$ cat src/rtl/decode_pkg.sv
/*
 * Decode stage package
 * Widths, opcode and control encodings, and the structs passed between stages
 */
`default_nettype none

package decode_pkg;
    localparam int XLEN      = 32;
    localparam int PC_WORD_W = 30; // PC without the two zero LSBs
    localparam int REG_IDX_W = 5;

    typedef logic [XLEN-1:0]      word_t;
    typedef logic [PC_WORD_W-1:0] pc_word_t;
    typedef logic [REG_IDX_W-1:0] reg_idx_t;

    // Major opcode, instr[6:2]
    typedef enum logic [4:0] {
        OPCODE_LOAD     = 5'b00000,
        OPCODE_LOAD_FP  = 5'b00001,
        OPCODE_MISC_MEM = 5'b00011,
        OPCODE_OP_IMM   = 5'b00100,
        OPCODE_AUIPC    = 5'b00101,
        OPCODE_STORE    = 5'b01000,
        OPCODE_STORE_FP = 5'b01001,
        OPCODE_AMO      = 5'b01011,
        OPCODE_OP       = 5'b01100,
        OPCODE_LUI      = 5'b01101,
        OPCODE_OP_FP    = 5'b10100,
        OPCODE_BRANCH   = 5'b11000,
        OPCODE_JALR     = 5'b11001,
        OPCODE_JAL      = 5'b11011,
        OPCODE_SYSTEM   = 5'b11100  // Not supported, decodes as illegal
    } opcode_e;

    typedef enum logic [2:0] {
        INSTR_FORMAT_BAD = 3'b000,
        INSTR_FORMAT_R,
        INSTR_FORMAT_I,
        INSTR_FORMAT_S,
        INSTR_FORMAT_B,
        INSTR_FORMAT_U,
        INSTR_FORMAT_J
    } instr_format_e;

    typedef enum logic [1:0] {BRANCH_NONE, BRANCH_COND, BRANCH_JALR, BRANCH_JAL} branch_e;

    // Same encoding as branch funct3, 010 and 011 unused
    typedef enum logic [2:0] {
        CMP_OP_BEQ  = 3'b000,
        CMP_OP_BNE  = 3'b001,
        CMP_OP_BLT  = 3'b100,
        CMP_OP_BGE  = 3'b101,
        CMP_OP_BLTU = 3'b110,
        CMP_OP_BGEU = 3'b111
    } cmp_op_e;

    typedef enum logic [3:0] {
        ALU_OP_ADD, ALU_OP_SUB, ALU_OP_SLL, ALU_OP_SLT, ALU_OP_SLTU,
        ALU_OP_XOR, ALU_OP_SRL, ALU_OP_SRA, ALU_OP_OR, ALU_OP_AND
    } alu_op_e;

    typedef enum logic [1:0] {ALU_OP1_SRC_RS1, ALU_OP1_SRC_PC, ALU_OP1_SRC_ZERO} alu_op1_src_e;
    typedef enum logic [1:0] {ALU_OP2_SRC_RS2, ALU_OP2_SRC_IMM, ALU_OP2_SRC_FOUR} alu_op2_src_e;
    typedef enum logic       {RD_SRC_ALU, RD_SRC_MEM} rd_src_e;
    typedef enum logic [1:0] {MEM_OP_NONE, MEM_OP_LOAD, MEM_OP_STORE} mem_op_e;
    typedef enum logic [1:0] {SIZE_BYTE, SIZE_HALF, SIZE_WORD} size_e; // funct3[1:0]

    // Control word from the opcode decoder
    typedef struct packed {
        logic          illegal_instr;
        instr_format_e instr_format;
        rd_src_e       rd_src;
        logic          rd_we;
        alu_op1_src_e  alu_op1_src;
        alu_op2_src_e  alu_op2_src;
        alu_op_e       alu_op;
        mem_op_e       memory_op;
        logic          memory_signed;
        size_e         memory_size;
        branch_e       branch;
        cmp_op_e       cond_branch_cmp_op;
        logic          fence;
    } ctrl_s;

    typedef struct packed {
        logic     valid;   // Qualifies the rest
        pc_word_t pc_word;
        word_t    instr;
    } f2_to_d_s;

    typedef struct packed {
        logic  rs1_en;     // Replace RF rs1 data
        logic  rs2_en;
        word_t rs1_data;
        word_t rs2_data;
    } bypass_s;

    typedef struct packed {
        logic     taken;
        pc_word_t target;
    } branch_s;

    typedef struct packed {
        logic         valid;
        pc_word_t     pc_word;
        logic         illegal_instr;
        rd_src_e      rd_src;
        reg_idx_t     rd_idx;
        logic         rd_we;
        reg_idx_t     rs1_idx;
        reg_idx_t     rs2_idx;
        word_t        rs1_rdata;
        word_t        rs2_rdata;
        word_t        immediate;
        alu_op1_src_e alu_op1_src;
        alu_op2_src_e alu_op2_src;
        alu_op_e      alu_op;
        mem_op_e      memory_op;
        logic         memory_signed;
        size_e        memory_size;
        logic         fence;
    } d_to_e1_s;
endpackage : decode_pkg

`default_nettype wire

$ cat src/rtl/branch_unit.sv
/*
 * Branch resolution
 * Operand bypass select, compare, and taken and target for COND, JAL and JALR
 */
`timescale 1ns/10ps
`default_nettype none

module branch_unit
    import decode_pkg::*;
(
    input  pc_word_t i_pc_word,
    input  logic     i_valid,
    input  branch_e  i_branch,
    input  cmp_op_e  i_cmp_op,
    input  word_t    i_offset,
    input  word_t    i_rs1_rdata,
    input  word_t    i_rs2_rdata,
    input  bypass_s  i_bypass,
    output word_t    o_rs1_data,
    output word_t    o_rs2_data,
    output branch_s  o_branch
);
    logic  cmp_true;
    word_t jalr_sum; // Full sum, LSBs dropped afterwards

    always_comb begin
        o_rs1_data = i_bypass.rs1_en ? i_bypass.rs1_data : i_rs1_rdata; // Forwarded wins
        o_rs2_data = i_bypass.rs2_en ? i_bypass.rs2_data : i_rs2_rdata;
    end

    always_comb begin
        case (i_cmp_op)
            CMP_OP_BEQ:  cmp_true = (o_rs1_data == o_rs2_data);
            CMP_OP_BNE:  cmp_true = (o_rs1_data != o_rs2_data);
            CMP_OP_BLT:  cmp_true = ($signed(o_rs1_data) < $signed(o_rs2_data));
            CMP_OP_BGE:  cmp_true = ($signed(o_rs1_data) >= $signed(o_rs2_data));
            CMP_OP_BLTU: cmp_true = (o_rs1_data < o_rs2_data);
            CMP_OP_BGEU: cmp_true = (o_rs1_data >= o_rs2_data);
            default:     cmp_true = 1'b0; // Reserved funct3
        endcase
    end

    always_comb begin
        jalr_sum = o_rs1_data + i_offset; // Carry out of bits 1:0 reaches the target
        case (i_branch)
            BRANCH_COND: begin
                o_branch.taken  = i_valid & cmp_true;
                o_branch.target = i_pc_word + i_offset[XLEN-1:2];
            end
            BRANCH_JAL: begin
                o_branch.taken  = i_valid;
                o_branch.target = i_pc_word + i_offset[XLEN-1:2];
            end
            BRANCH_JALR: begin
                o_branch.taken  = i_valid;
                o_branch.target = jalr_sum[XLEN-1:2];
            end
            default: begin
                o_branch.taken  = 1'b0;
                o_branch.target = '0;
            end
        endcase
    end
endmodule : branch_unit

`default_nettype wire

$ cat src/rtl/control_decoder.sv
/*
 * Opcode decoder
 * Maps the instruction word to its format and the control word for execute
 */
`timescale 1ns/10ps
`default_nettype none

module control_decoder
    import decode_pkg::*;
(
    input  word_t i_instr,
    output ctrl_s o_ctrl
);
    opcode_e    opcode;
    logic [2:0] funct3;
    logic       funct7_b5; // instr[30], SUB and SRA select

    // Common to OP and OP_IMM
    function automatic alu_op_e alu_op_from(input logic [2:0] f3, input logic alt,
                                            input logic allow_sub);
        case (f3)
            3'b000:  return (alt && allow_sub) ? ALU_OP_SUB : ALU_OP_ADD;
            3'b001:  return ALU_OP_SLL;
            3'b010:  return ALU_OP_SLT;
            3'b011:  return ALU_OP_SLTU;
            3'b100:  return ALU_OP_XOR;
            3'b101:  return alt ? ALU_OP_SRA : ALU_OP_SRL;
            3'b110:  return ALU_OP_OR;
            default: return ALU_OP_AND;
        endcase
    endfunction

    always_comb begin
        opcode    = opcode_e'(i_instr[6:2]);
        funct3    = i_instr[14:12];
        funct7_b5 = i_instr[30];
        o_ctrl    = '0; // Zero fields mean RS1/RS2/ALU/no memory/no branch
        case (opcode)
            OPCODE_OP: begin
                o_ctrl.instr_format = INSTR_FORMAT_R;
                o_ctrl.rd_we        = 1'b1;
                o_ctrl.alu_op       = alu_op_from(funct3, funct7_b5, 1'b1);
            end
            OPCODE_OP_IMM: begin
                o_ctrl.instr_format = INSTR_FORMAT_I;
                o_ctrl.rd_we        = 1'b1;
                o_ctrl.alu_op2_src  = ALU_OP2_SRC_IMM;
                o_ctrl.alu_op       = alu_op_from(funct3, funct7_b5, 1'b0); // No SUBI
            end
            OPCODE_LOAD: begin
                o_ctrl.instr_format  = INSTR_FORMAT_I;
                o_ctrl.rd_src        = RD_SRC_MEM;
                o_ctrl.rd_we         = 1'b1;
                o_ctrl.alu_op2_src   = ALU_OP2_SRC_IMM; // Address is rs1 + imm
                o_ctrl.memory_op     = MEM_OP_LOAD;
                o_ctrl.memory_signed = ~funct3[2];      // LBU/LHU clear it
                o_ctrl.memory_size   = size_e'(funct3[1:0]);
            end
            OPCODE_STORE: begin
                o_ctrl.instr_format  = INSTR_FORMAT_S;
                o_ctrl.alu_op2_src   = ALU_OP2_SRC_IMM;
                o_ctrl.memory_op     = MEM_OP_STORE;
                o_ctrl.memory_signed = ~funct3[2];
                o_ctrl.memory_size   = size_e'(funct3[1:0]);
            end
            OPCODE_LUI: begin
                o_ctrl.instr_format = INSTR_FORMAT_U;
                o_ctrl.rd_we        = 1'b1;
                o_ctrl.alu_op1_src  = ALU_OP1_SRC_ZERO; // 0 + imm
                o_ctrl.alu_op2_src  = ALU_OP2_SRC_IMM;
            end
            OPCODE_AUIPC: begin
                o_ctrl.instr_format = INSTR_FORMAT_U;
                o_ctrl.rd_we        = 1'b1;
                o_ctrl.alu_op1_src  = ALU_OP1_SRC_PC;
                o_ctrl.alu_op2_src  = ALU_OP2_SRC_IMM;
            end
            OPCODE_JAL: begin
                o_ctrl.instr_format = INSTR_FORMAT_J;
                o_ctrl.rd_we        = 1'b1;
                o_ctrl.alu_op1_src  = ALU_OP1_SRC_PC;
                o_ctrl.alu_op2_src  = ALU_OP2_SRC_IMM;
                o_ctrl.branch       = BRANCH_JAL;
            end
            OPCODE_JALR: begin
                o_ctrl.instr_format = INSTR_FORMAT_I;
                o_ctrl.rd_we        = 1'b1;
                o_ctrl.alu_op1_src  = ALU_OP1_SRC_PC;   // Link is pc + 4
                o_ctrl.alu_op2_src  = ALU_OP2_SRC_FOUR;
                o_ctrl.branch       = BRANCH_JALR;
            end
            OPCODE_BRANCH: begin
                o_ctrl.instr_format       = INSTR_FORMAT_B;
                o_ctrl.branch             = BRANCH_COND;
                o_ctrl.cond_branch_cmp_op = cmp_op_e'(funct3);
            end
            OPCODE_MISC_MEM: begin
                o_ctrl.instr_format = INSTR_FORMAT_I;
                o_ctrl.fence        = 1'b1; // FENCE and FENCE.I alike
            end
            default: begin // SYSTEM and everything unknown
                o_ctrl.illegal_instr = 1'b1;
                o_ctrl.instr_format  = INSTR_FORMAT_BAD;
            end
        endcase
    end
endmodule : control_decoder

`default_nettype wire

$ cat src/rtl/decode_output_reg.sv
/*
 * Decode to execute pipeline register
 * Valid has reset and flush, stall holds every field
 */
`timescale 1ns/10ps
`default_nettype none

module decode_output_reg
    import decode_pkg::*;
(
    input  logic     i_clk,
    input  logic     i_rst_n,
    input  logic     i_stage_stall,
    input  logic     i_stage_flush,
    input  f2_to_d_s i_f2_to_d,
    input  ctrl_s    i_ctrl,
    input  word_t    i_imm,
    input  word_t    i_rs1_data,
    input  word_t    i_rs2_data,
    output d_to_e1_s o_d_to_e1
);
    d_to_e1_s next_rec;

    always_comb begin
        next_rec.valid         = i_f2_to_d.valid;
        next_rec.pc_word       = i_f2_to_d.pc_word;
        next_rec.illegal_instr = i_ctrl.illegal_instr;
        next_rec.rd_src        = i_ctrl.rd_src;
        next_rec.rd_idx        = i_f2_to_d.instr[11:7];
        next_rec.rd_we         = i_ctrl.rd_we;
        next_rec.rs1_idx       = i_f2_to_d.instr[19:15];
        next_rec.rs2_idx       = i_f2_to_d.instr[24:20];
        next_rec.rs1_rdata     = i_rs1_data;         // Already bypass selected
        next_rec.rs2_rdata     = i_rs2_data;
        next_rec.immediate     = i_imm;
        next_rec.alu_op1_src   = i_ctrl.alu_op1_src;
        next_rec.alu_op2_src   = i_ctrl.alu_op2_src;
        next_rec.alu_op        = i_ctrl.alu_op;
        next_rec.memory_op     = i_ctrl.memory_op;
        next_rec.memory_signed = i_ctrl.memory_signed;
        next_rec.memory_size   = i_ctrl.memory_size;
        next_rec.fence         = i_ctrl.fence;
    end

    always_ff @(posedge i_clk) begin
        if (!i_stage_stall) begin
            o_d_to_e1 <= next_rec;       // Whole record, valid included
        end
        if (!i_rst_n || i_stage_flush) begin
            o_d_to_e1.valid <= 1'b0;     // Overrides the load above
        end
    end

    // Hazard unit contract
    assert property (@(posedge i_clk) disable iff (!i_rst_n)
        !(i_stage_stall && i_stage_flush));

    // Nothing reaches execute straight out of reset
    assert property (@(posedge i_clk) !i_rst_n |=> !o_d_to_e1.valid);
endmodule : decode_output_reg

`default_nettype wire

$ cat src/rtl/decode_stage.sv
/*
 * RV32I decode stage
 * Opcode decode, immediates, register read, branch resolution, execute register
 */
`timescale 1ns/10ps
`default_nettype none

module decode_stage
    import decode_pkg::*;
(
    input  logic     i_clk,
    input  logic     i_rst_n,
    input  logic     i_stage_flush,
    input  logic     i_stage_stall,
    input  f2_to_d_s i_f2_to_d,
    output reg_idx_t o_rs1_idx,
    output reg_idx_t o_rs2_idx,
    input  word_t    i_rs1_rdata,
    input  word_t    i_rs2_rdata,
    input  bypass_s  i_bypass,
    output branch_s  o_branch,
    output d_to_e1_s o_d_to_e1
);
    ctrl_s ctrl;
    word_t imm;
    word_t branch_offset;
    word_t rs1_data;
    word_t rs2_data;

    // RF read address, answered in the same cycle
    assign o_rs1_idx = i_f2_to_d.instr[19:15];
    assign o_rs2_idx = i_f2_to_d.instr[24:20];

    control_decoder ctrl_dec_i (
        .i_instr (i_f2_to_d.instr),
        .o_ctrl  (ctrl)
    );

    imm_generator imm_gen_i (
        .i_instr         (i_f2_to_d.instr),
        .i_format        (ctrl.instr_format),
        .o_imm           (imm),
        .o_branch_offset (branch_offset)
    );

    branch_unit branch_i (
        .i_pc_word   (i_f2_to_d.pc_word),
        .i_valid     (i_f2_to_d.valid),
        .i_branch    (ctrl.branch),
        .i_cmp_op    (ctrl.cond_branch_cmp_op),
        .i_offset    (branch_offset),
        .i_rs1_rdata (i_rs1_rdata),
        .i_rs2_rdata (i_rs2_rdata),
        .i_bypass    (i_bypass),
        .o_rs1_data  (rs1_data),
        .o_rs2_data  (rs2_data),
        .o_branch    (o_branch)       // Combinational to fetch
    );

    decode_output_reg out_reg_i (
        .i_clk         (i_clk),
        .i_rst_n       (i_rst_n),
        .i_stage_stall (i_stage_stall),
        .i_stage_flush (i_stage_flush),
        .i_f2_to_d     (i_f2_to_d),
        .i_ctrl        (ctrl),
        .i_imm         (imm),
        .i_rs1_data    (rs1_data),
        .i_rs2_data    (rs2_data),
        .o_d_to_e1     (o_d_to_e1)
    );
endmodule : decode_stage

`default_nettype wire

$ cat src/rtl/imm_generator.sv
/*
 * Immediate generator
 * Sign-extended immediate for execute and the offset for branch resolution
 */
`timescale 1ns/10ps
`default_nettype none

module imm_generator
    import decode_pkg::*;
(
    input  word_t         i_instr,
    input  instr_format_e i_format,
    output word_t         o_imm,
    output word_t         o_branch_offset
);
    word_t imm_i, imm_s, imm_b, imm_u, imm_j;

    always_comb begin
        imm_i = {{20{i_instr[31]}}, i_instr[31:20]};
        imm_s = {{20{i_instr[31]}}, i_instr[31:25], i_instr[11:7]};
        imm_b = {{19{i_instr[31]}}, i_instr[31], i_instr[7], i_instr[30:25],
                 i_instr[11:8], 1'b0};
        imm_u = {i_instr[31:12], 12'h000};                      // Low bits always zero
        imm_j = {{11{i_instr[31]}}, i_instr[31], i_instr[19:12], i_instr[20],
                 i_instr[30:21], 1'b0};
    end

    // Execute only sees I, S and U
    always_comb begin
        case (i_format)
            INSTR_FORMAT_I: o_imm = imm_i;
            INSTR_FORMAT_S: o_imm = imm_s;
            INSTR_FORMAT_U: o_imm = imm_u;
            default:        o_imm = '0;
        endcase
    end

    always_comb begin
        case (i_format)
            INSTR_FORMAT_B: o_branch_offset = imm_b;
            INSTR_FORMAT_J: o_branch_offset = imm_j;
            INSTR_FORMAT_I: o_branch_offset = imm_i; // JALR
            default:        o_branch_offset = '0;
        endcase
    end
endmodule : imm_generator

`default_nettype wire

$ cat config.mk
export PLATFORM = sky130hd
export DESIGN_NAME = decode_stage
export DESIGN_NICKNAME = d
export VERILOG_FILES = /design/src/rtl/decode_pkg.sv /design/src/rtl/branch_unit.sv /design/src/rtl/control_decoder.sv /design/src/rtl/decode_output_reg.sv /design/src/rtl/decode_stage.sv /design/src/rtl/imm_generator.sv
export SDC_FILE = /design/constraint.sdc
export NUM_CORES = 1
export LEC_CHECK = 0
export BUFFER_PORTS_ARGS = -buffer_cell sky130_fd_sc_hd__buf_2
export CAP_MARGIN = 10
export CELL_PAD_IN_SITES_DETAIL_PLACEMENT = 0
export CELL_PAD_IN_SITES_GLOBAL_PLACEMENT = 2
export CORE_AREA = 2 2 188 190
export CTS_CLUSTER_DIAMETER = 30
export DETAILED_ROUTE_END_ITERATION = 10
export DIE_AREA = 0 0 190 192
export PLACE_DENSITY = 0.81
export SYNTH_ARGS = -nofsm -noshare
export SYNTH_HDL_FRONTEND = slang
export SYNTH_HIERARCHICAL = 1
export SYNTH_SLANG_ARGS = --single-unit
$ cat constraint.sdc
create_clock -name i_clk -period 6.2 [get_ports i_clk]
set_input_delay 1.24 -clock i_clk [delete_from_list [all_inputs] [get_ports i_clk]]
set_output_delay 1.24 -clock i_clk [all_outputs]
set_load 0.02 [all_outputs]
==> metrics.md <==
| Metric | Value |
|---|---|
| Sink Count | `159` |
| CP max stage delay | `420 ps` |
| Max cap viols | `0` |
| Placement Setup Slack | `-123.1 ps` |
| Antenna cells | `0` |
| Clk_lat worst skew | `about 430 ps` |
| Setup TNS | `0 ps` |
| Synthesized instance count | `927` |
| Power Total | `3.403 mW` |
| Fillcell total | `3350` |
| Reg clk slew, reported paths | `approximately 60 ps` |
| Routed Antenna Nets | `0` |
| Largest Register | `out_reg_i/o_d_to_e1` |
| Post-Syn Nets | `1216` |
| Seq cells post-synth | `159` |
| CTS Buffer Depth | `2` |
| Hold path startpoint | `out_reg_i/o_d_to_e1[158]` |
| Post-route insts no fill | `1935` |
| Switch Pwr | `1.065 mW` |
| Chip height | `192 um` |
| Placed cells | `1892` |
| Width of the die | `190 um` |
| Final WL | `35370 um` |
| Fin worst setup slack | `108.7 ps` |
| Final cell area excluding filler cells | `between 15000 and 20000 sq um` |
| Via Count | `~9300` |
| Worst min path class | `reg -> reg` |
| DRC errors left | `0` |
| Hold Slack | `approximately 570 ps` |
| Vias in the first global route | `9270` |
| Synth Cell Area | `10560 sq um` |
| GRT Util Overall | `0.1882` |
| Critical Path RT | `4960 ps` |
| Startpoint types | `primary input` |
| Worst-margin pin slew | `856.4 ps` |
| Largest net degree at the start of global routing | `72` |
| Int Pwr | `2.338 mW` |
| Initial Util | `0.3081` |
| Max Freq | `164.2 MHz` |
| Initial antenna violation count | `1` |
| # rows | `68` |
| CTS root buf | `clkbuf_16` |
| Final Max Tran Viols | `0` |
| I/O Pins | `397` |
| Cell depth of the worst hold path | `2` |
| Fin crit share | `0.9825` |
| Logic pwr share | `0.306` |
| First-pass GRT wire length | `approximately 52000 um` |
| Flip-flop count of the largest register after layout | `159` |
| DRT Pass-1 Iters | `4` |
| Pwr Density | `223.3 nW/um^2` |
| Hold EP | `out_reg_i/o_d_to_e1[158]` |
| Post-place instance area | `~14000 sq um` |
| TritonCTS clock tree | `yes` |
| Outcome | `completed` |
| Worst-path maximum fanout | `7` |
| Cell-by-cell listing of the critical path | `buf_12 > a211o_1 > o31a_1 > o21ai_2 > buf_6 > buf_4 > mux2i_1 > o21ai_2 > ha_1 > a211o_1 > a2111oi_4 > o31ai_2 > or2b_2 > a31oi_4 > or3_2 > a32o_2 > buf_6` |
| Slowest-stage cell, CP | `or3_2` |
| CP Class | `in -> out` |
| Initial DRC count | `408` |
| Post-synth cell types | `between 80 and 90` |
| CTS H-tree lvls | `4` |
| Reg2reg setup slack | `5560 ps` |
| P&R area growth vs syn | `44.31%` |
| Post-cts hold buffer count | `0` |
| EDFF count, synth | `between 150 and 200` |
| Mean Syn Cell Area | `between 10 and 15 sq um` |
| FF-to-FF Start | `out_reg_i/o_d_to_e1[158]` |
| Critical R2R Capture | `out_reg_i/o_d_to_e1[158]` |
| Layout cells sized above 1 | `0.4865` |
| DR WL/cell | `18.28 um` |
| Final nets | `1756` |
| Period minus WS final | `6091 ps` |
| Setup violations, final | `0` |
| Synth Flop Type | `edfxtp_1` |
| Syn. warnings | `6` |
| Clock share of power | `0.311` |
| Hpwl dp | `28940 um` |
| Sw Share | `0.3130` |
| RSZ-0062 raised after global routing | `true` |
| Fin util | `0.4446` |
| R2R cell count | `2` |
| Final hold viol count | `0` |
| Die area | `36480 sq um` |
| Flop pwr share | `0.383` |
| Cell leakage power | `between 7 and 8 nW` |
| Num CTS Buffers | `17` |
| Rel. slew slack | `0.4277` |
| Skew final | `0 ps` |
| Async SR Flop Fraction | `0` |
| Arr. time, crit path | `4850 ps` |
| Seq/Total Area, Yosys | `0.4511` |
| RePlAce Congestion | `between 0.8 and 0.9` |
| Vias per std cell | `4.794` |
| Total congestion overflow | `0` |
| CORE AREA | `between 30000 and 40000 sq um` |
| Worst Setup End Kind | `output pin` |
| Peak supply drop | `0.1900 mV` |
| Top flop regs | `out_reg_i/o_d_to_e1: 159 flops` |
| PortBufs | `394` |
layout make-up:
cell class,count,area (sq um),share of cell area
flip-flops and latches,159,4765,0.3126
clock inverters,14,158.9,0.01042
well taps,455,569.3,0.03735
inverters,47,181.4,0.01190
clock buffers,18,429.2,0.02815
repair buffers,569,3418,0.2242
multi-input cells,673,5722,0.3754
cell usage after synthesis (all sizes together), types with 8 or more instances:
cell type / count / share of area
buf: 38 / 0.026
nand2: 37 / 0.013
mux2: 33 / 0.035
nor3: 10 / 0.0047
and2: 19 / 0.011
nand4: 12 / 0.0071
mux2i: 48 / 0.047
nand2b: 9 / 0.0053
edfxtp: 158 / 0.45
clkbuf: 10 / 0.0036
a21oi: 55 / 0.026
nor2b: 8 / 0.0047
xnor2: 27 / 0.022
inv: 47 / 0.017
o22ai: 18 / 0.011
ha: 91 / 0.11
xor2: 26 / 0.022
o21ai: 47 / 0.023
a211oi: 12 / 0.0090
o21a: 15 / 0.011
nor2: 43 / 0.015
a21o: 46 / 0.033
a31oi: 8 / 0.0062
cell usage in the layout, fill, tap and decap left out, types with 6 or more instances in the layout:
cell	n
nand3b_1	6
clkbuf_16	17
mux2i_1	45
buf_2	381
nand2b_1	8
o21ai_0	35
a21oi_1	41
o21a_1	15
edfxtp_1	158
ha_1	86
inv_1	46
nor2_1	43
a21oi_2	14
o22ai_1	16
a211oi_1	7
xor2_1	26
and2_1	17
nand2_1	37
and3_1	6
nor2b_1	8
a21o_1	44
buf_6	10
nor3_1	10
o21ai_2	6
buf_4	173
o21ai_1	6
a211o_1	6
nand4_1	12
o21bai_1	6
nand3_1	7
xnor2_1	26
mux2_2	33
logic make-up (layout without fill, tap and decap cells):
| group | after synthesis | in the layout | share of synthesized area |
|---|---|---|---|
| mux | 81 | 81 | 0.08185 |
| xor+xnor | 53 | 53 | 0.04395 |
| flops | 159 | 159 | 0.4511 |
| simple gates | 184 | 184 | 0.09548 |
| compound gates | 263 | 263 | 0.1720 |
| fa+ha+maj | 92 | 92 | 0.1097 |
| buf+inv | 95 | 648 | 0.04596 |
critical path, delay by kind of cell:
family | cells | cell delay, ps
AO/OA/AOI/OAI | 9 | 1910
adder cells (fa/ha/maj) | 1 | 310
buffers and inverters | 4 | 530
multiplexers | 1 | 210
AND/OR/NAND/NOR | 2 | 630
what timing repair did:
| action | in CTS | in global routing |
|---|---|---|
| cloned | 0 | 0 |
| endpoints found under the setup margin | 8 | 19 |
| pin swaps | 8 | 33 |
| setup buffers | 2 | 9 |
| gates resized for setup | 14 | 94 |
worst max-delay path by stage:
stage / startpoint / to / slack (ps) / depth (start not counted)
2_1_floorplan: i_f2_to_d[3] / o_branch[27] / 40 / 17
5_1_grt: i_f2_to_d[5] / o_branch[23] / -100 / 22
3_5_place_dp: i_bypass[65] / o_branch[30] / -120 / 14
6_report: i_f2_to_d[5] / o_branch[25] / 110 / 17
3_3_place_gp: i_bypass[65] / o_branch[30] / -110 / 14
4_1_cts: i_f2_to_d[4] / o_branch[25] / 0.8 / 19
power by group through the flow:
stage / clock [mW] / sequential, mW / combinational [mW]
floorplan: 0 / 1.45 / 0.457
global placement: 0 / 1.32 / 0.982
detailed placement: 0 / 1.33 / 0.989
CTS: 1.09 / 1.30 / 1.00
global route: 1.13 / 1.31 / 1.14
finish: 1.06 / 1.30 / 1.04
per-layer routing:
layer	GRT usage	up-vias	wire length [um]
met3	0.04897	21	2082
met1	0.2308	4361	15090
met2	0.3337	266	17880
li1	-	4627	-
met4	0.03637	2	302
met5	0	-	13
Note: power is estimated with default switching activity, not from simulation.
